[src/design/fpu_pkg.sv]
package fpu_pkg;

  // ------------------------------
  // widths of the single format
  // ------------------------------
  typedef logic [31:0]        float_t;
  typedef logic [7:0]         exp_t;
  typedef logic [23:0]        mant_t;
  typedef logic signed [25:0] wide_mant_t;
  typedef logic [7:0]         bus_byte_t;
  typedef logic [3:0]         reg_addr_t;

  localparam int     EXP_BIAS = 127;
  localparam int     MANT_W   = 24;
  localparam float_t ONE_F    = {1'b0, 8'd127, 23'd0};

  // ------------------------------
  // register map
  // ------------------------------
  localparam reg_addr_t ADDR_A0 = 4'd0;
  localparam reg_addr_t ADDR_A1 = 4'd1;
  localparam reg_addr_t ADDR_A2 = 4'd2;
  localparam reg_addr_t ADDR_A3 = 4'd3;
  localparam reg_addr_t ADDR_B0 = 4'd4;
  localparam reg_addr_t ADDR_B1 = 4'd5;
  localparam reg_addr_t ADDR_B2 = 4'd6;
  localparam reg_addr_t ADDR_B3 = 4'd7;
  localparam reg_addr_t ADDR_OP = 4'd8;
  localparam reg_addr_t ADDR_R0 = 4'd9;
  localparam reg_addr_t ADDR_R1 = 4'd10;
  localparam reg_addr_t ADDR_R2 = 4'd11;
  localparam reg_addr_t ADDR_R3 = 4'd12;

  typedef enum logic [3:0] {op_add = 4'd0, op_sub = 4'd1, op_mul = 4'd2} fpu_op_e;

  typedef enum logic [1:0] {ctrl_idle, ctrl_run, ctrl_finish, ctrl_wait_ack} ctrl_state_e;

  typedef enum logic [2:0] {
    arith_idle, arith_addsub, arith_mul, arith_mul_done, arith_result
  } arith_state_e;

  typedef enum logic [2:0] {
    mul_idle, mul_load, mul_add, mul_shift, mul_set, mul_valid
  } mul_state_e;

endpackage

[src/design/fpu_operand_if.sv]
interface fpu_operand_if;
  import fpu_pkg::*;

  float_t  operand_a;
  float_t  operand_b;
  fpu_op_e operation;
  float_t  result;

  // register block side
  modport regs_mp (
    output operand_a, operand_b, operation,
    input  result
  );

  // arithmetic side
  modport arith_mp (
    input  operand_a, operand_b, operation,
    output result
  );
endinterface

[src/design/fpu_regs.sv]
module fpu_regs (
  input  logic               clk,
  input  logic               arst,
  input  logic               cs,
  input  logic               rd,
  input  logic               wr,
  input  fpu_pkg::reg_addr_t addr,
  input  fpu_pkg::bus_byte_t databus_in,
  output fpu_pkg::bus_byte_t databus_out,
  input  logic               result_load,
  output logic               op_strobe,
  fpu_operand_if.regs_mp     ops
);
  import fpu_pkg::*;

  logic wr_en;

  assign wr_en = !cs && !wr;

  // ------------------------------
  // byte writes and result load
  // ------------------------------
  always_ff @(posedge clk or posedge arst) begin
    if (arst) begin
      ops.operand_a <= ONE_F;
      ops.operand_b <= ONE_F;
      ops.operation <= op_add;
      op_strobe     <= 1'b0;
    end else begin
      op_strobe <= wr_en && (addr == ADDR_OP);
      if (wr_en) begin
        case (addr)
          ADDR_A0: ops.operand_a[7:0]   <= databus_in;
          ADDR_A1: ops.operand_a[15:8]  <= databus_in;
          ADDR_A2: ops.operand_a[23:16] <= databus_in;
          ADDR_A3: ops.operand_a[31:24] <= databus_in;
          ADDR_B0: ops.operand_b[7:0]   <= databus_in;
          ADDR_B1: ops.operand_b[15:8]  <= databus_in;
          ADDR_B2: ops.operand_b[23:16] <= databus_in;
          ADDR_B3: ops.operand_b[31:24] <= databus_in;
          ADDR_OP: ops.operation        <= fpu_op_e'(databus_in[3:0]);
          default: ;
        endcase
      end
      // chaining: the result becomes the next A
      if (result_load) begin
        ops.operand_a <= ops.result;
      end
    end
  end

  // readback, zero when not selected
  always_comb begin
    databus_out = '0;
    if (!cs && !rd) begin
      case (addr)
        ADDR_A0: databus_out = ops.operand_a[7:0];
        ADDR_A1: databus_out = ops.operand_a[15:8];
        ADDR_A2: databus_out = ops.operand_a[23:16];
        ADDR_A3: databus_out = ops.operand_a[31:24];
        ADDR_B0: databus_out = ops.operand_b[7:0];
        ADDR_B1: databus_out = ops.operand_b[15:8];
        ADDR_B2: databus_out = ops.operand_b[23:16];
        ADDR_B3: databus_out = ops.operand_b[31:24];
        ADDR_OP: databus_out = {4'b0000, ops.operation};
        ADDR_R0: databus_out = ops.result[7:0];
        ADDR_R1: databus_out = ops.result[15:8];
        ADDR_R2: databus_out = ops.result[23:16];
        ADDR_R3: databus_out = ops.result[31:24];
        default: databus_out = '0;
      endcase
    end
  end

  // a command start never lands on the result load
  assert property (@(posedge clk) disable iff (arst) op_strobe |=> !result_load);

endmodule

[src/design/fpu_control.sv]
module fpu_control (
  input  logic clk,
  input  logic arst,
  input  logic op_strobe,
  input  logic done,
  input  logic end_ack,
  output logic start,
  output logic result_load,
  output logic busy,
  output logic cmd_end
);
  import fpu_pkg::*;

  ctrl_state_e state;
  ctrl_state_e next_state;

  always_comb begin
    next_state = state;
    case (state)
      ctrl_idle:
        if (op_strobe) next_state = ctrl_run;
      ctrl_run:
        if (done) next_state = ctrl_finish;
      ctrl_finish:
        if (!done) next_state = ctrl_wait_ack;
      ctrl_wait_ack:
        if (end_ack) next_state = ctrl_idle;
      default:
        next_state = ctrl_idle;
    endcase
  end

  // outputs registered from the next state
  always_ff @(posedge clk or posedge arst) begin
    if (arst) begin
      state       <= ctrl_idle;
      start       <= 1'b0;
      result_load <= 1'b0;
      busy        <= 1'b0;
      cmd_end     <= 1'b0;
    end else begin
      state       <= next_state;
      start       <= (next_state == ctrl_run);
      busy        <= (next_state != ctrl_idle);
      cmd_end     <= (next_state == ctrl_wait_ack);
      // one pulse as the worker reports done
      result_load <= (state == ctrl_run) && (next_state == ctrl_finish);
    end
  end

  assert property (@(posedge clk) disable iff (arst) cmd_end |-> busy);

endmodule

[src/design/fpu_addsub.sv]
module fpu_addsub (
  input  fpu_pkg::float_t operand_a,
  input  fpu_pkg::float_t operand_b,
  input  logic            subtract,
  output fpu_pkg::float_t sum
);
  import fpu_pkg::*;

  exp_t       exp_a;
  exp_t       exp_b;
  exp_t       exp_big;
  exp_t       exp_res;
  logic       a_zero;
  logic       b_zero;
  logic       sign_b;
  mant_t      mant_a;
  mant_t      mant_b;
  mant_t      al_a;
  mant_t      al_b;
  wide_mant_t val_a;
  wide_mant_t val_b;
  wide_mant_t total;
  logic [25:0] mag;
  logic [25:0] norm;
  logic [4:0]  lead;

  assign exp_a  = operand_a[30:23];
  assign exp_b  = operand_b[30:23];
  assign a_zero = (exp_a == '0);
  assign b_zero = (exp_b == '0);
  assign mant_a = a_zero ? '0 : {1'b1, operand_a[22:0]};
  assign mant_b = b_zero ? '0 : {1'b1, operand_b[22:0]};
  assign sign_b = operand_b[31] ^ subtract;

  // ------------------------------
  // align to the larger exponent
  // ------------------------------
  always_comb begin
    al_a    = mant_a;
    al_b    = mant_b;
    exp_big = exp_a;
    if (a_zero) begin
      exp_big = exp_b;
    end else if (!b_zero) begin
      if (exp_a >= exp_b) begin
        al_b = mant_b >> (exp_a - exp_b);
      end else begin
        exp_big = exp_b;
        al_a    = mant_a >> (exp_b - exp_a);
      end
    end
  end

  // two's complement add
  assign val_a = operand_a[31] ? -wide_mant_t'({2'b00, al_a}) : wide_mant_t'({2'b00, al_a});
  assign val_b = sign_b ? -wide_mant_t'({2'b00, al_b}) : wide_mant_t'({2'b00, al_b});
  assign total = val_a + val_b;
  assign mag   = total[25] ? -total : total;

  // ------------------------------
  // normalize to a one at bit 23
  // ------------------------------
  always_comb begin
    lead = '0;
    for (int i = 0; i < 26; i++) begin
      if (mag[i]) lead = 5'(i);
    end
    if (lead > 5'd23) begin
      norm = mag >> (lead - 5'd23);
    end else begin
      norm = mag << (5'd23 - lead);
    end
    exp_res = exp_t'({2'b00, exp_big} + {5'b00000, lead} - 10'd23);
    sum     = (total == '0) ? '0 : {total[25], exp_res, norm[22:0]};
  end

endmodule

[src/design/fpu_mul.sv]
module fpu_mul (
  input  logic            clk,
  input  logic            arst,
  input  logic            mul_start,
  output logic            mul_done,
  input  fpu_pkg::float_t operand_a,
  input  fpu_pkg::float_t operand_b,
  output fpu_pkg::float_t product
);
  import fpu_pkg::*;

  mul_state_e  state;
  mul_state_e  next_state;
  mant_t       multiplicand;
  logic [48:0] prod_mult;   // product in the top, multiplier shifts out the bottom
  logic [4:0]  cnt;
  exp_t        exp_a;
  exp_t        exp_b;
  logic [9:0]  exp_sum;

  assign exp_a   = operand_a[30:23];
  assign exp_b   = operand_b[30:23];
  assign exp_sum = {2'b00, exp_a} + {2'b00, exp_b} - 10'(EXP_BIAS);

  always_comb begin
    next_state = state;
    case (state)
      mul_idle:  if (mul_start) next_state = mul_load;
      mul_load:  next_state = mul_add;
      mul_add:   next_state = mul_shift;
      mul_shift: next_state = (cnt == 5'(MANT_W)) ? mul_set : mul_add;
      mul_set:   next_state = mul_valid;
      mul_valid: if (!mul_start) next_state = mul_idle;
      default:   next_state = mul_idle;
    endcase
  end

  always_ff @(posedge clk or posedge arst) begin
    if (arst) begin
      state    <= mul_idle;
      mul_done <= 1'b0;
      cnt      <= '0;
    end else begin
      state    <= next_state;
      mul_done <= (next_state == mul_valid);
      if (state == mul_load) cnt <= '0;
      else if (state == mul_add) cnt <= cnt + 5'd1;
    end
  end

  // ------------------------------
  // shift-and-add datapath
  // ------------------------------
  always_ff @(posedge clk) begin
    case (state)
      mul_load: begin
        multiplicand <= {1'b1, operand_a[22:0]};
        prod_mult    <= {25'd0, 1'b1, operand_b[22:0]};
      end
      mul_add:
        if (prod_mult[0]) prod_mult[48:24] <= prod_mult[48:24] + {1'b0, multiplicand};
      mul_shift:
        prod_mult <= prod_mult >> 1;
      mul_set:
        if (exp_a == '0 || exp_b == '0) product <= '0;
        else if (prod_mult[47])
          product <= {operand_a[31] ^ operand_b[31], exp_t'(exp_sum + 10'd1), prod_mult[46:24]};
        else
          product <= {operand_a[31] ^ operand_b[31], exp_t'(exp_sum), prod_mult[45:23]};
      default: ;
    endcase
  end

  assert property (@(posedge clk) disable iff (arst) cnt <= 5'(MANT_W));

endmodule

[src/design/fpu_arith.sv]
module fpu_arith (
  input  logic clk,
  input  logic arst,
  input  logic start,
  output logic done,
  fpu_operand_if.arith_mp ops
);
  import fpu_pkg::*;

  arith_state_e state;
  arith_state_e next_state;
  float_t       sum;
  float_t       product;
  logic         sub_q;
  logic         mul_start;
  logic         mul_done;

  fpu_addsub u_addsub (
    .operand_a (ops.operand_a),
    .operand_b (ops.operand_b),
    .subtract  (sub_q),
    .sum       (sum)
  );

  fpu_mul u_mul (
    .clk       (clk),
    .arst      (arst),
    .mul_start (mul_start),
    .mul_done  (mul_done),
    .operand_a (ops.operand_a),
    .operand_b (ops.operand_b),
    .product   (product)
  );

  // unknown codes fall through to the add path
  always_comb begin
    next_state = state;
    case (state)
      arith_idle:
        if (start) next_state = (ops.operation == op_mul) ? arith_mul : arith_addsub;
      arith_addsub:
        next_state = arith_result;
      arith_mul:
        if (mul_done) next_state = arith_mul_done;
      arith_mul_done:
        if (!mul_done) next_state = arith_result;
      arith_result:
        if (!start) next_state = arith_idle;
      default:
        next_state = arith_idle;
    endcase
  end

  always_ff @(posedge clk or posedge arst) begin
    if (arst) begin
      state      <= arith_idle;
      done       <= 1'b0;
      mul_start  <= 1'b0;
      sub_q      <= 1'b0;
      ops.result <= '0;
    end else begin
      state     <= next_state;
      done      <= (next_state == arith_result);
      mul_start <= (next_state == arith_mul);
      // operation sampled at dispatch, later op writes do not disturb it
      if (state == arith_idle && start) begin
        sub_q <= (ops.operation == op_sub);
      end
      if (next_state == arith_result && state != arith_result) begin
        ops.result <= (state == arith_mul_done) ? product : sum;
      end
    end
  end

  assert property (@(posedge clk) disable iff (arst) done |-> (state == arith_result));

endmodule

[src/design/fpu_top.sv]
module fpu_top (
  input  logic               clk,
  input  logic               arst,
  input  fpu_pkg::bus_byte_t databus_in,
  output fpu_pkg::bus_byte_t databus_out,
  input  fpu_pkg::reg_addr_t addr,
  input  logic               cs,
  input  logic               rd,
  input  logic               wr,
  input  logic               end_ack,
  output logic               cmd_end,
  output logic               busy
);

  logic op_strobe;
  logic start;
  logic done;
  logic result_load;

  fpu_operand_if ops_if ();

  // bus side registers
  fpu_regs u_regs (
    .clk         (clk),
    .arst        (arst),
    .cs          (cs),
    .rd          (rd),
    .wr          (wr),
    .addr        (addr),
    .databus_in  (databus_in),
    .databus_out (databus_out),
    .result_load (result_load),
    .op_strobe   (op_strobe),
    .ops         (ops_if.regs_mp)
  );

  fpu_control u_control (
    .clk         (clk),
    .arst        (arst),
    .op_strobe   (op_strobe),
    .done        (done),
    .end_ack     (end_ack),
    .start       (start),
    .result_load (result_load),
    .busy        (busy),
    .cmd_end     (cmd_end)
  );

  fpu_arith u_arith (
    .clk   (clk),
    .arst  (arst),
    .start (start),
    .done  (done),
    .ops   (ops_if.arith_mp)
  );

endmodule

[config.mk]
export PLATFORM = sky130hd
export DESIGN_NAME = fpu_top
export DESIGN_NICKNAME = d
export VERILOG_FILES = /design/src/design/fpu_pkg.sv /design/src/design/fpu_operand_if.sv /design/src/design/fpu_regs.sv /design/src/design/fpu_control.sv /design/src/design/fpu_addsub.sv /design/src/design/fpu_mul.sv /design/src/design/fpu_arith.sv /design/src/design/fpu_top.sv
export SDC_FILE = /design/constraint.sdc
export NUM_CORES = 1
export LEC_CHECK = 0
export ABC_AREA = 1
export BUFFER_PORTS_ARGS = -buffer_cell sky130_fd_sc_hd__buf_4
export CAP_MARGIN = 20
export CORE_ASPECT_RATIO = 0.75
export CORE_MARGIN = 2
export CORE_UTILIZATION = 29
export CTS_BUF_LIST = sky130_fd_sc_hd__clkbuf_8 sky130_fd_sc_hd__clkbuf_16
export DETAILED_ROUTE_END_ITERATION = 16
export GPL_TIMING_DRIVEN = 0
export HOLD_SLACK_MARGIN = 0.03
export PLACE_DENSITY_LB_ADDON = 0.08
export SLEW_MARGIN = 20
export SYNTH_ARGS = -nofsm -noshare
export SYNTH_HDL_FRONTEND = slang
export SYNTH_SLANG_ARGS = --single-unit
export TNS_END_PERCENT = 1
[constraint.sdc]
create_clock -name clk -period 19.29 [get_ports clk]
set_input_delay 2.8935 -clock clk [delete_from_list [all_inputs] [get_ports clk]]
set_output_delay 2.8935 -clock clk [all_outputs]
set_load 0.1 [all_outputs]
# ---- After elaboration in Yosys (flattened, before gate mapping)
# Index checks and enable logic that the tools add are counted.
dict set report totals {
  reg_bits 226
  inputBits 18
  output_inout_bits 10
  elab_cells 192
}
dict set report classes {
  addsub 15
  order_cmp 2
  eq_ne 35
  shift 4
  muxes 71
  bitwise 2
  n_reduce_logical 36
}
# op count
set op_table {}
lappend op_table {{24-bit two-way mux} 8}
lappend op_table {{5-bit two-way mux} 26}
lappend op_table {{32-bit two-way mux} 4}
lappend op_table {{8-bit one-hot mux with 13 select lines} 1}
lappend op_table {{26-bit two-way mux} 3}
lappend op_table {{25-bit one-hot mux with 3 select lines} 1}
lappend op_table {{8-bit two-way mux} 8}
lappend op_table {{24-bit negator with 26-bit output} 2}
lappend op_table {{24-bit one-hot mux with 2 select lines} 1}
lappend op_table {{24-bit by 8-bit right shift with 24-bit output} 2}
lappend op_table {{31-bit two-way mux} 1}
lappend op_table {{26-bit adder} 1}
lappend op_table {{26-bit logical NOT} 1}
lappend op_table {{26-bit negator} 1}
lappend op_table {{26-bit by 5-bit << shifter with 23-bit output} 1}
lappend op_table {{26-bit by 5-bit right shift with 23-bit output} 1}
lappend op_table {{25-bit by 24-bit adder with 25-bit output} 1}
lappend op_table {{25-bit two-way mux} 1}
lappend op_table {{23-bit two-way mux} 1}
lappend op_table {{3-bit two-way mux} 7}
lappend op_table {{4-bit equality test (second input constant)} 5}
lappend op_table {{2-bit AND reduction} 10}
lappend op_table {{3-bit one-hot mux with 6 select lines} 1}
lappend op_table {{4-bit by 3-bit equality test with 1-bit output (second input constant)} 4}
lappend op_table {{other kinds (35)} 73}

# ---- Longest topological paths before layout
dict set report depth {
  depth_word 41
  depth_mapped 88
  depth_no_buf 84
}

# ---- Hierarchy
# From an unflattened synthesis, not the netlist that was laid out.
dict set report unflattened {
  cells_unflattened 3782
  hier_area_um2 23636.4
}
# module n_inst cells_per_inst area_per_inst_um2 seq_area_each_um2
set modules_own_cells {}
lappend modules_own_cells {fpu_addsub 1 2085 10662.7 0.0}
lappend modules_own_cells {fpu_mul 1 861 6891.6 3348.2}
lappend modules_own_cells {fpu_regs 1 524 3827.4 1744.2}
lappend modules_own_cells {fpu_arith 1 285 2013.2 950.9}
lappend modules_own_cells {fpu_control 1 27 241.5 150.1}

# ---- Worst setup path before layout
# No wires, ideal clock.
dict set report synth_path {
  path_type {register -> register}
  start {register u_regs.ops.operand_a[25]}
  end {register u_arith.ops.result[30]}
  setup_ns 0.087
  t_arrival_ns 8.818
  path_slack_ns 10.385
  stages_incl_launch_ff 80
  n_path_buf 5
  period_less_slack_ns 8.905
  cell_sequence {dfstp_2 -> inv_2 -> ha_1 -> buf_4 -> a21oi_2 -> nand2_2 -> nand2_2 -> nand3_2 -> nand2_4 -> nor2_8 -> buf_6 -> nand2_1 -> nand2_1 -> nand2_1 -> nand2_1 -> nand2_1 -> nand2_1 -> nand2_1 -> (+44 left out) -> nand2_1 -> nand2_4 -> nand2_4 -> buf_6 -> buf_8 -> ha_1 -> inv_1 -> ha_1 -> fa_1 -> a21oi_1 -> o21bai_1 -> nand2_1 -> nand2_1 -> a21oi_1 -> xor2_1 -> xnor2_1 -> nand2_1 -> a22oi_1}
}
dict set report synth_via {
  elab_chain_len 40
  elab_cells_between_ends 53
  classes_between {8 x add/sub; 1 x order compare; 2 x shift; 40 x mux; 2 x reduce/logical}
}
# item line
set synth_rtl {}
lappend synth_rtl {{from (decl)} fpu_operand_if.sv:11} ;# output operand_a, operand_b, operation,
lappend synth_rtl {{from (signal assigned)} fpu_regs.sv:36} ;# ADDR_A3: ops.operand_a[31:24] <= databus_in;
lappend synth_rtl {{from (signal assigned)} fpu_regs.sv:47} ;# ops.operand_a <= ops.result;
lappend synth_rtl {{branches (longest 38 deep; another with 24-bit negator with 26-bit output)} -}
lappend synth_rtl {{32-bit two-way mux *} fpu_addsub.sv:74} ;# sum = (total == '0) ? '0 : {total[25], exp_res, norm[22:0]};
lappend synth_rtl {{32-bit two-way mux *} fpu_arith.sv:70} ;# ops.result <= (state == arith_mul_done) ? product : sum;
lappend synth_rtl {{to (signal assigned)} fpu_arith.sv:70}
lappend synth_rtl {{to (decl)} fpu_operand_if.sv:18} ;# output result
# Mark *: on every way between the ends.
# A chain may end at the register's enable or synchronous reset.

# ---- Final worst setup path
dict set report layout_path {
  start {register u_regs.ops.operand_a[23]}
  end {register u_arith.ops.result[30]}
}
# The elaborated chain is that of the path after synthesis.

==> qor.csv <==
metric,value,unit
cp-start-kind,flop,
postCtsSetupRepairBufs,0,
synth_warnings,0,
syn-mean-instance-area,6.66,um2
fillers,8218,
clockRootBuffer,clkbuf_16,
final_util,32.6,%
drtPass1Iterations,5,
seqCellArea,6190,um2
syn-num-nets,3344,
max_stage_delay,0.64,ns
arrival,12.33,ns
gr-usage-all-layers,25.9,%
relSlewSlack,35.0,%
ys_ff_latch,226,
synth.distinct_cells,64,
synth_top_cell_by_area,nand2_1,
setup_viol,0,
final_cells,4275,
dieArea,76200,um2
drt-initial-drc-count,2769,
synth-seq-area-share,28.9,%
rsz0062_at_grt,false,
post-dp-hpwl,82900,um
endpoint_kind,flop,
io_pins,28,
netlist_area,21500,um2
cts_tree,built,
worstPathRequired,19.76,ns
antennaDiodeCount,0,
finalCritPeriodShare,61.5,%
hold_class,flop to flop,
multi_input_area,13200,um2
r2r_slack,7.43,ns
grt_max_degree,74,
clkTransAtPathRegs,0.06,ns
routedWlPerCell,23.7,um
cts_sinks,226,
clk_path_buf_depth,3,
outcome,completed,
maxCapViolCount,0,
timing.rr.start,u_regs.ops.operand_a[23]$_DFFE_PP1P_,
num_vias,23600,
syn_to_final_growth,11.6,%
htree_levels,1,
vias_per_cell,5.51,
path_common_cell,nand2_1,
remaining_drc_errors,0,
final_antenna_net_count,0,
core,73400,um2
cpMaxStageDelayCell,clkbuf_1,
skew,0.00935,ns
crit_end,u_arith.ops.result[30]$_DFFE_PP0P_,
nNetsFinal,3406,
synth-edff-count,104,
tightest_slew,0.975,ns
reg2reg_to,u_arith.ops.result[30]$_DFFE_PP0P_,
gp_congestion,1.02,
dp_cells,4225,
portBuffers,27,
die_h,240,um
synth.area.top_cells,"nand2_1 (15%), edfxtp_1 (15%), dfrtp_1 (13%)",
initial_core_util,29.3,%
fmax,0.0843,GHz
hold_buffers,0,
synth_ff_type,dfrtp_1,
clk_latency,0.56,ns
drive_gt1_share,8.01,%
ys_async_sr_fraction,54.0,%
post-route-min-period,11.86,ns
drv_slew,0,
hold_viol,0,
whs,0.456,ns
synth_top_area_share,14.6,%
post_cts_resized,0,
syn_inst,3224,
cp-startpoint,u_regs.ops.operand_a[23]$_DFFE_PP1P_,
wl,101000,um
grt_pass1_wl,148000,um
grt_overflow,0,
tns,0,ns
grt_pass1_vias,22100,
die_w,318,um
worstSetupPathType,flop to flop,
reg2regPathDepth,72,
path_max_fanout,10,
cts_made_buffers,27,
antenna_found_initial,1,
rows,86,
cell usage in the layout (no fill, tap or decap), drive strengths merged, types with 39 or more instances in the layout:
master / instances
o21ai: 168
xor2: 77
nand3: 505
edfxtp: 104
buf: 106
nand2: 869
dfrtp: 108
inv: 355
a21oi: 198
nor3: 39
clkbuf: 83
nor2: 260
ha: 96
nand4: 52
per-layer routing:
metal | wire length, um | up-vias | global-route usage (%)
li1 | - | 11000 | -
met1 | 50200 | 11500 | 39.7
met2 | 41300 | 958 | 38.3
met3 | 8070 | 103 | 4.35
met4 | 1570 | 2 | 3.73
met5 | 13 | - | 0
kinds of logic after synthesis:
kind of cell | count (synthesis) | synth area share [%]
fa+ha+maj | 102 | 6.16
flops | 226 | 28.9
compound gates | 530 | 14.4
simple gates | 1762 | 36.3
xor+xnor | 114 | 4.76
buf+inv | 490 | 9.54
flip-flops by register name, indices dropped and copies added (netlist names):
signal / cells
u_control.start: 1
u_regs.ops.operation: 4
u_arith.u_mul.cnt: 5
u_arith.u_mul.prod_mult: 49
u_regs.ops.operand_b: 32
u_arith.sub_q: 1
u_arith.u_mul.multiplicand: 23
u_regs.ops.operand_a: 32
u_arith.u_mul.mul_done: 1
u_control.state: 2
u_arith.u_mul.state: 3
u_arith.state: 3
u_control.busy: 1
u_arith.mul_start: 1
u_regs.op_strobe: 1
u_arith.done: 1
u_arith.ops.result: 32
u_control.result_load: 1
u_arith.u_mul.product: 32
u_control.cmd_end: 1
worst min path at each step:
| stage | cells past startpoint | slack (ns) | to | start |
|---|---|---|---|---|
| floorplan | 1 | 0.44 | u_arith.u_mul.cnt[4]$_DFFE_PP0P_ | u_arith.u_mul.cnt[4]$_DFFE_PP0P_ |
| global placement | 1 | 0.46 | u_arith.u_mul.cnt[4]$_DFFE_PP0P_ | u_arith.u_mul.cnt[4]$_DFFE_PP0P_ |
| detailed placement | 1 | 0.45 | u_arith.u_mul.cnt[4]$_DFFE_PP0P_ | u_arith.u_mul.cnt[4]$_DFFE_PP0P_ |
| CTS | 1 | 0.46 | u_arith.u_mul.cnt[4]$_DFFE_PP0P_ | u_arith.u_mul.cnt[4]$_DFFE_PP0P_ |
| global route | 2 | 0.51 | u_regs.ops.operand_b[13]$_DFFE_PP0P_ | u_regs.ops.operand_b[13]$_DFFE_PP0P_ |
| finish | 1 | 0.46 | u_arith.u_mul.cnt[4]$_DFFE_PP0P_ | u_arith.u_mul.cnt[4]$_DFFE_PP0P_ |
stage by stage:
stage / cell area (um2) / setup slack [ns]
floorplan: 21500 / 10.38
global placement: 22900 / 7.81
detailed placement: 23000 / 7.82
CTS: 23900 / 7.72
global route: 23900 / 6.41
finish: 23900 / 7.43
synthesized netlist by cell type (4+ instances only):
cell           instances
xnor2_1               37
o21ai_1               26
nor2_1               243
clkbuf_1              56
nand3b_1               4
o21ai_0              142
nor2_2                14
ha_1                  96
buf_2                 40
a21oi_1              195
nor3_1                37
nand2_1              837
or2_2                 13
nor4_1                 8
xor2_1                74
o221ai_1              35
dlygate4sd1_1          7
clkinv_1               5
buf_6                  6
o31ai_1               10
inv_2                 21
nand2_2               24
a22oi_1               11
inv_1                328
nand3_2               11
a211oi_1               5
nand3_1              493
dfrtp_1              108
o211ai_1              13
a31oi_1               14
fa_1                   6
nand2_4                8
buf_1                  8
o21bai_1              11
buf_4                 18
o22ai_1               37
and2_1                 5
dfstp_2               14
edfxtp_1             104
nand4_1               52
a221oi_1               8
worst max-delay path, delay by kind of cell (launching register included):
kind,cells,cell delay [ns]
simple gates,41,4.73
buf+inv,12,2.26
fa+ha+maj,6,1.68
compound gates,9,1.41
xor+xnor,4,1.03
flops,1,0.59
cell type report:
class	instances	area share [%]
tap	968	5.06
inverter	354	5.58
multi-input combinational	2508	55.3
sequential	226	25.9
timing repair buffer	33	1.25
buffer	136	3.00
clock buffer	27	2.82
clock inverter	23	1.11
Power is not shown: default switching activity piles up to over one toggle a cycle in this logic, so the estimate is an artifact.
